==> config.mk <==
export PLATFORM = sky130hd
export DESIGN_NAME = zx_pager
export DESIGN_NICKNAME = d
export VERILOG_FILES = /design/src/zx_pkg.sv /design/src/page_port_if.sv /design/src/port_decoder.sv /design/src/paging_regs.sv /design/src/addr_mapper.sv /design/src/zx_pager.sv
export VERILOG_INCLUDE_DIRS = /design/src
export SDC_FILE = /design/constraint.sdc
export NUM_CORES = 1
export LEC_CHECK = 0
export ABC_CLOCK_PERIOD_IN_PS = 2000
export BUFFER_PORTS_ARGS = -buffer_cell sky130_fd_sc_hd__buf_2
export CAP_MARGIN = 5
export CORE_MARGIN = 2
export CORE_UTILIZATION = 45
export CTS_CLUSTER_SIZE = 40
export DETAILED_ROUTE_END_ITERATION = 7
export GPL_ROUTABILITY_DRIVEN = 0
export PLACE_DENSITY_LB_ADDON = 0.3
export SYNTH_ARGS = -nofsm -noshare
export SYNTH_HDL_FRONTEND = slang
export SYNTH_SLANG_ARGS = --single-unit
==> constraint.sdc <==
create_clock -name clk_sys -period 2 [get_ports clk_sys]
set_input_delay 0.3 -clock clk_sys [delete_from_list [all_inputs] [get_ports clk_sys]]
set_output_delay 0.3 -clock clk_sys [all_outputs]
set_load 0.005 [all_outputs]
==> src/zx_pager_cfg.svh <==
`ifndef ZX_PAGER_CFG_SVH
`define ZX_PAGER_CFG_SVH

// ========================================
// Bus widths
// ========================================

// Z80 address bus
`define ZX_CPU_AW 16

// Data bus and paging register width
`define ZX_DW 8

// Physical RAM/ROM address, 2MB space
`define ZX_PHYS_AW 21

// Offset inside one 16K slot
`define ZX_OFS_W 14

`define ZX_PAGE_RAM_W 6  // High bank bits plus 7FFD bank
`define ZX_PAGE_ROM_W 4  // ROM page select

// ========================================
// Port addresses
// ========================================

`define ZX_PORT_7FFD 16'h7ffd  // 128K paging
`define ZX_PORT_DFFD 16'hdffd  // Profi extended banks, full decode

`endif

==> src/zx_pkg.sv <==
package zx_pkg;

	// Memory configuration, sampled at reset
	typedef enum logic [2:0] {
		std128    = 3'd0,
		pent1024  = 3'd1,
		profi1024 = 3'd2,
		std48     = 3'd3,
		plus3     = 3'd4
	} mem_mode_e;

	// 1FFD with bit 0 clear: ROM select and disk motor
	typedef struct packed {
		logic [3:0] unused_hi;
		logic       motor;    // FDC motor on
		logic       rom_hi;   // High bit of the ROM number
		logic       unused_lo;
		logic       special;
	} reg_1ffd_norm_t;

	// 1FFD with bit 0 set: all-RAM configurations
	typedef struct packed {
		logic [4:0] unused_hi;
		logic [1:0] cfg;      // One of four RAM layouts
		logic       special;
	} reg_1ffd_spec_t;

	// One register, two meanings depending on bit 0
	typedef union packed {
		logic [7:0]     word;
		reg_1ffd_norm_t norm;
		reg_1ffd_spec_t spec;
	} reg_1ffd_u;

	// Port match flags from the decoder
	typedef struct packed {
		logic p7ffd;
		logic p1ffd;
		logic pdffd;
		logic peff7;
	} port_sel_t;

endpackage

==> src/page_port_if.sv <==
`timescale 1ns/1ps
`include "zx_pager_cfg.svh"

interface page_port_if;
	import zx_pkg::*;

	// Decoded write
	logic              wr;       // Strobe in the APB access phase
	port_sel_t         sel;
	logic              a14;      // Needed by the +3 7FFD rule
	logic [`ZX_DW-1:0] wdata;

	// Register readback
	logic [`ZX_DW-1:0] rd_7ffd;
	logic [`ZX_DW-1:0] rd_1ffd;

	modport decoder (
		output wr,
		output sel,
		output a14,
		output wdata,
		input  rd_7ffd,
		input  rd_1ffd
	);

	modport regs (
		input  wr,
		input  sel,
		input  a14,
		input  wdata,
		output rd_7ffd,
		output rd_1ffd
	);

endinterface

==> src/port_decoder.sv <==
`timescale 1ns/1ps
`include "zx_pager_cfg.svh"

module port_decoder (
	input  logic                  clk_sys,
	input  logic                  reset,

	// APB slave
	input  logic                  psel,
	input  logic                  penable,
	input  logic                  pwrite,
	input  logic [`ZX_CPU_AW-1:0] paddr,
	input  logic [`ZX_DW-1:0]     pwdata,
	output logic [`ZX_DW-1:0]     prdata,
	output logic                  pready,
	output logic                  pslverr,

	page_port_if.decoder          pp
);
	import zx_pkg::*;

	port_sel_t match;
	logic      any_match;
	logic      setup_phase;
	logic      access_phase;

	// ========================================
	// Partial address decode
	// ========================================

	// Same partial decode as the real machines
	always_comb begin
		match.p7ffd = ~paddr[15] & ~paddr[1];
		match.p1ffd = (paddr[15:12] == 4'b0001) & ~paddr[1];
		match.pdffd = (paddr == `ZX_PORT_DFFD);  // Profi decodes fully
		match.peff7 = (paddr[15:13] == 3'b111) & ~paddr[12] & ~paddr[3];
	end

	assign any_match    = |match;
	assign setup_phase  = psel & ~penable;
	assign access_phase = psel & penable;

	// Write strobe to the registers, lands on the access edge
	assign pp.wr    = access_phase & pwrite & any_match;
	assign pp.sel   = match;
	assign pp.a14   = paddr[14];
	assign pp.wdata = pwdata;

	// ========================================
	// APB response
	// ========================================

	// Loaded at the end of setup so that it is valid through the access phase
	always_ff @(posedge clk_sys) begin
		if (reset) begin
			pready  <= 1'b0;
			pslverr <= 1'b0;
		end else begin
			pready  <= setup_phase;               // Zero wait
			pslverr <= setup_phase & ~any_match;  // Unmapped port
		end
	end

	// Read data held until the next read
	always_ff @(posedge clk_sys) begin
		if (setup_phase && !pwrite) begin
			if (match.p1ffd)
				prdata <= pp.rd_1ffd;
			else
				prdata <= pp.rd_7ffd;
		end
	end

endmodule

==> src/paging_regs.sv <==
`timescale 1ns/1ps
`include "zx_pager_cfg.svh"

module paging_regs (
	input  logic                      clk_sys,
	input  logic                      reset,
	input  zx_pkg::mem_mode_e         mem_mode,

	page_port_if.regs                 pp,

	// Page state to the mapper
	output logic [`ZX_PAGE_RAM_W-1:0] page_ram,
	output logic [`ZX_PAGE_ROM_W-1:0] page_rom,
	output logic                      special,
	output logic [1:0]                special_cfg
);
	import zx_pkg::*;

	// Mode flags, only change under reset
	logic mode_p1024;
	logic mode_pf1024;
	logic mode_zx48;
	logic mode_plus3;

	logic [`ZX_DW-1:0] reg_7ffd;
	reg_1ffd_u         reg_1ffd;
	logic              eff7_mode128;  // EFF7 bit 2, back to plain 128K paging
	logic [2:0]        page_128k;     // Bank bits above the 128K range

	logic locked;
	logic wr_7ffd;
	logic wr_1ffd;

	// ========================================
	// Write qualification
	// ========================================

	// 7FFD bit 5 locks paging until reset
	assign locked = mode_zx48
		| (~mode_p1024 & reg_7ffd[5])
		| (mode_p1024 & eff7_mode128 & reg_7ffd[5]);

	// +3 needs a14 set, older machines ignore it
	assign wr_7ffd = pp.sel.p7ffd & (pp.a14 | ~mode_plus3) & ~locked;
	assign wr_1ffd = pp.sel.p1ffd & mode_plus3 & ~locked;

	always_ff @(posedge clk_sys) begin
		if (reset) begin
			reg_7ffd      <= '0;
			reg_1ffd.word <= '0;
			eff7_mode128  <= 1'b0;
			page_128k     <= '0;
			mode_p1024    <= 1'b0;
			mode_pf1024   <= 1'b0;
			mode_zx48     <= 1'b0;
			mode_plus3    <= 1'b0;
			case (mem_mode)
				pent1024:  mode_p1024  <= 1'b1;
				profi1024: mode_pf1024 <= 1'b1;
				std48:     mode_zx48   <= 1'b1;
				plus3:     mode_plus3  <= 1'b1;
				default:   ;  // std128, no extras
			endcase
		end else if (pp.wr) begin
			if (wr_7ffd) begin
				reg_7ffd <= pp.wdata;
				// Pentagon keeps its extra bank bits in 7FFD
				if (mode_p1024 && !eff7_mode128)
					page_128k <= {pp.wdata[5], pp.wdata[7:6]};
			end else if (wr_1ffd) begin
				reg_1ffd.word <= pp.wdata;
			end

			if (mode_pf1024 && pp.sel.pdffd)
				page_128k <= pp.wdata[2:0];
			if (mode_p1024 && pp.sel.peff7)
				eff7_mode128 <= pp.wdata[2];
		end
	end

	// ========================================
	// Page outputs
	// ========================================

	assign page_ram = {page_128k, reg_7ffd[2:0]};

	always_comb begin
		if (mode_plus3)
			page_rom = {2'b10, reg_1ffd.norm.rom_hi, reg_7ffd[4]};  // Four +3 ROMs
		else
			page_rom = {mode_zx48, 2'b11, mode_zx48 | reg_7ffd[4]};
	end

	// Bit 0 picks which view of 1FFD is live
	assign special     = reg_1ffd.norm.special;
	assign special_cfg = reg_1ffd.spec.cfg;

	assign pp.rd_7ffd = reg_7ffd;
	assign pp.rd_1ffd = reg_1ffd.word;

	// Lock must hold 7FFD through the next edge
	a_lock_holds_7ffd: assert property (
		@(posedge clk_sys) disable iff (reset)
		locked |=> $stable(reg_7ffd)
	);

endmodule

==> src/addr_mapper.sv <==
`timescale 1ns/1ps
`include "zx_pager_cfg.svh"

module addr_mapper (
	input  logic                      clk_sys,
	input  logic                      reset,

	// CPU access
	input  logic                      cpu_valid,
	input  logic [`ZX_CPU_AW-1:0]     cpu_addr,
	input  logic                      cpu_write,

	// Page state
	input  logic [`ZX_PAGE_RAM_W-1:0] page_ram,
	input  logic [`ZX_PAGE_ROM_W-1:0] page_rom,
	input  logic                      special,
	input  logic [1:0]                special_cfg,

	// Translated access one cycle later
	output logic                      map_valid,
	output logic [`ZX_PHYS_AW-1:0]    ram_addr,
	output logic                      ram_we
);

	logic [1:0]             slot;
	logic [`ZX_OFS_W-1:0]   ofs;
	logic [2:0]             spec_bank;
	logic [`ZX_PHYS_AW-1:0] phys;
	logic                   we_next;

	assign slot = cpu_addr[15:14];
	assign ofs  = cpu_addr[`ZX_OFS_W-1:0];

	// All-RAM layouts of the +3
	always_comb begin
		case (slot)
			2'd0:    spec_bank = (special_cfg == 2'd0) ? 3'd0 : 3'd4;
			2'd1:    spec_bank = (special_cfg == 2'd0) ? 3'd1 :
			                     (special_cfg == 2'd3) ? 3'd7 : 3'd5;
			2'd2:    spec_bank = (special_cfg == 2'd0) ? 3'd2 : 3'd6;
			default: spec_bank = (special_cfg == 2'd1) ? 3'd7 : 3'd3;
		endcase
	end

	always_comb begin
		if (special) begin
			phys = {4'd0, spec_bank, ofs};
		end else begin
			case (slot)
				2'd0:    phys = {3'b101, page_rom, ofs};  // ROM area
				2'd1:    phys = {4'd0, 3'd5, ofs};        // Screen bank
				2'd2:    phys = {4'd0, 3'd2, ofs};
				default: phys = {1'b0, page_ram, ofs};    // Paged bank
			endcase
		end
	end

	// ROM in slot 0 is read only
	assign we_next = cpu_valid & cpu_write & (special | (slot != 2'd0));

	always_ff @(posedge clk_sys) begin
		if (reset) begin
			map_valid <= 1'b0;
			ram_we    <= 1'b0;
		end else begin
			map_valid <= cpu_valid;
			ram_we    <= we_next;
		end
	end

	always_ff @(posedge clk_sys) begin
		if (cpu_valid)
			ram_addr <= phys;
	end

	// A write never lands in the ROM half of the physical space
	a_rom_write_blocked: assert property (
		@(posedge clk_sys) disable iff (reset)
		ram_we |-> !ram_addr[`ZX_PHYS_AW-1]
	);

endmodule

==> src/zx_pager.sv <==
`timescale 1ns/1ps
`include "zx_pager_cfg.svh"

module zx_pager (
	input  logic                   clk_sys,
	input  logic                   reset,
	input  logic [2:0]             mem_mode,  // Taken at reset

	// APB host port
	input  logic                   psel,
	input  logic                   penable,
	input  logic                   pwrite,
	input  logic [`ZX_CPU_AW-1:0]  paddr,
	input  logic [`ZX_DW-1:0]      pwdata,
	output logic [`ZX_DW-1:0]      prdata,
	output logic                   pready,
	output logic                   pslverr,

	// CPU side
	input  logic                   cpu_valid,
	input  logic [`ZX_CPU_AW-1:0]  cpu_addr,
	input  logic                   cpu_write,

	// Physical memory side
	output logic                   map_valid,
	output logic [`ZX_PHYS_AW-1:0] ram_addr,
	output logic                   ram_we
);
	import zx_pkg::*;

	logic [`ZX_PAGE_RAM_W-1:0] page_ram;
	logic [`ZX_PAGE_ROM_W-1:0] page_rom;
	logic                      special;
	logic [1:0]                special_cfg;

	page_port_if pp ();

	// ========================================
	// Decode, registers, mapping
	// ========================================

	port_decoder u_decoder (
		.clk_sys, .reset,
		.psel, .penable, .pwrite, .paddr, .pwdata,
		.prdata, .pready, .pslverr,
		.pp      (pp.decoder)
	);

	paging_regs u_regs (
		.clk_sys, .reset,
		.mem_mode    (mem_mode_e'(mem_mode)),
		.pp          (pp.regs),
		.page_ram, .page_rom, .special, .special_cfg
	);

	addr_mapper u_mapper (
		.clk_sys, .reset,
		.cpu_valid, .cpu_addr, .cpu_write,
		.page_ram, .page_rom, .special, .special_cfg,
		.map_valid, .ram_addr, .ram_we
	);

endmodule

==> results_dict.tcl <==
set metrics [dict create \
    setup_viol_count_final 0 \
    portBuffers 82 \
    whs_ns 0.140 \
    ioPinCount 83 \
    tightest_slew_ns 0.494 \
    start_util_pct 47.3 \
    viasPerCell 4.93 \
    grt_max_degree 27 \
    synth-edff-count 33 \
    syn-num-nets 220 \
    yosysTopAreaCell "edfxtp_1" \
    grt_pass1_vias 1616 \
    p_seq_share_pct 48.7 \
    fillers 424 \
    cts_hold_buf 0 \
    cts-root-buf "clkbuf_8" \
    num_antenna_cells 0 \
    status "finished clean" \
    drc 0 \
    skew_ns 0.00772 \
    cts_tree "built" \
    rsz0062_at_grt "no" \
    maxSlewHeadroom_pct 67.1 \
    track_usage_pct 17.7 \
    clkPwrFrac_pct 45.1 \
    hpwl_mm 3.31 \
    layout-drive-gt1-share_pct 44.1 \
    path_class "register to register" \
    synth_area_um2 2280 \
    wire_per_inst_um 13.9 \
    clk_pin_slew_ns 0.06 \
    hp-class "primary input to register" \
    crit_path_max_fanout 8 \
    combPwrFrac_pct 6.3 \
    gr-usage-met2_pct 28.8 \
    area_growth_pct 31.0 \
    grt_use_met3_pct 5.22 \
    finalMaxSlewViolations 0 \
    final_antenna_net_count 0 \
    p_leak_nw 1.39 \
    grt_busiest_layer "met2" \
    grt_pass1_wl_mm 7.26 \
    final_cells 330 \
    drtIter0Drc 49 \
    fmax_mhz 626 \
    met1_usage_pct 20.4 \
    p_int_mw 2.13 \
    cts-buffers-inserted 9 \
    post-route-min-period_ns 1.60 \
    final_util_pct 62.0 \
    async_reset_ff_share_pct 0 \
    cts_resized 0 \
    irDropWorstVdd_mv 0.538 \
    insertion_delay_ns 0.34 \
    hold_viol 0 \
    setup.worst_path.end_class "register" \
    setup_tns_ns 0 \
    dp.cells 314 \
    die_height_um 75.2 \
    num-nets-final 308 \
    core_um2 4820 \
    power_switching_share_pct 20.4 \
    synth_commonest_cells "edfxtp_1, nor2_1, dfxtp_1, mux2i_1" \
    grt_remaining_overflow 0 \
    final.setup.worst_slack_ns 0.402 \
    switching_power_uw 545 \
    dieArea_um2 5650 \
    regArea_um2 1470 \
    cts_setup_buffers 0 \
    yosysSeqAreaShare_pct 64.6 \
    pwr_density_cell_nw_per_um2 897 \
    fp-row-count 25 \
    multiInputGateArea_um2 768 \
    synth.distinct_cells 36 \
    crit_path_start_kind "register" \
    cp.required_ns 2.21 \
    postSynthCellCount 170 \
    dp_slack_ns 0.267 \
    synth.top_cells.by_area "edfxtp_1, dfxtp_1, mux2i_1, nor2_1, mux2_2" \
    die_w_um 75.2 \
    yosys_register_bits 57 \
    synth_most_common_cell "edfxtp_1" \
    max_cap_violations 0 \
    cts_buffer_depth 2 \
    cts.htree.levels 3 \
    antenna_found_initial 0 \
    avgSynthCellArea_um2 13.4 \
    critPathArrivalTime_ns 1.80 \
    routed_wl_mm 4.58 \
    cts.sink_count 57 \
    num_vias 1628 \
    synth_top_cell_area_share_pct 43.5 \
    firstDrtPassIters 4 \
    synthFlopType "edfxtp_1" \
    post-route-period-util_pct 79.9 \
    yosysWarnings 0 \
]
-- stage by stage --
stage,area (um2),power (mW)
2_1_floorplan,2280,1.38
3_3_place_gp,2760,1.49
3_5_place_dp,2760,1.50
4_1_cts,2990,2.71
5_1_grt,2990,2.78
6_report,2990,2.68
-- worst max-delay path: stages, from the launching register on --
cell      delay, ns
dfxtp_1        0.30
nand2b_1       0.17
a211oi_2       0.37
nand3_2        0.32
mux2i_1        0.24
nor2_1         0.06
-- layout by cell type (no fill, tap or decap), types with 2 or more instances in the layout --
cell type | Yosys | layout
buf_2 | 1 | 82
edfxtp_1 | 33 | 33
nor2_1 | 25 | 25
dfxtp_1 | 24 | 24
mux2i_1 | 20 | 20
clkbuf_8 | 0 | 11
a21oi_1 | 8 | 8
mux2_2 | 8 | 8
inv_1 | 4 | 4
nand3_1 | 4 | 4
nand2b_1 | 3 | 3
nor3b_1 | 3 | 3
a311oi_1 | 3 | 3
o22ai_1 | 2 | 2
o21ai_0 | 2 | 2
and3b_1 | 2 | 2
nand4b_1 | 2 | 2
nand4_1 | 2 | 2
and3_1 | 2 | 2
clkinv_2 | 0 | 2
bufinv_16 | 0 | 2
-- cell type report --
cell class | instances | area share [%]
sequential | 57 | 49.3
timing repair buffer | 83 | 14.0
clock buffer | 11 | 5.07
clock inverter | 5 | 2.60
tap | 67 | 2.81
multi-input combinational | 103 | 25.7
inverter | 4 | 0.503
-- flip-flops by register name (all words and copies together), names as in the netlist, 3 cells and up --
signal and cells:
u_regs.pp.rd_1ffd 8, u_mapper.ram_addr 21, u_regs.pp.rd_7ffd 8, u_regs.page_128k 3, u_decoder.prdata 8
-- path summary, 6_finish.rpt --
kind	start	to	slack, ns	depth (start not counted)
max	u_regs.eff7_mode128	u_regs.pp.rd_7ffd[6]	0.40	5
min	cpu_addr[12]	u_mapper.ram_addr[12]	0.14	1
max reg2reg	u_regs.eff7_mode128	u_regs.pp.rd_7ffd[6]	0.40	5
min reg2reg	u_regs.pp.rd_7ffd[3]	u_regs.pp.rd_7ffd[3]	0.49	2
-- cell families after synthesis --
kind of cell	Yosys count	synth area share [%]
DFF	57	64.6
and+or+nand+nor	54	14.6
muxes	28	12.7
AOI/OAI and AO/OA	21	6.43
buffers and inverters	10	1.70
-- power groups by stage --
| stage | clock [mW] | sequential, mW | combinational, mW |
|---|---|---|---|
| floorplan | 0 | 1.33 | 0.0510 |
| global placement | 0 | 1.33 | 0.165 |
| detailed placement | 0 | 1.33 | 0.169 |
| CTS | 1.24 | 1.30 | 0.170 |
| global route | 1.28 | 1.31 | 0.189 |
| finish | 1.21 | 1.30 | 0.168 |
-- metal layers --
layer	wire [um]	vias to the layer above
met4	62	0
li1	-	814
met5	0	-
met3	390	8
met1	2030	743
met2	2100	63
Note: power is estimated with default switching activity, not from simulation.
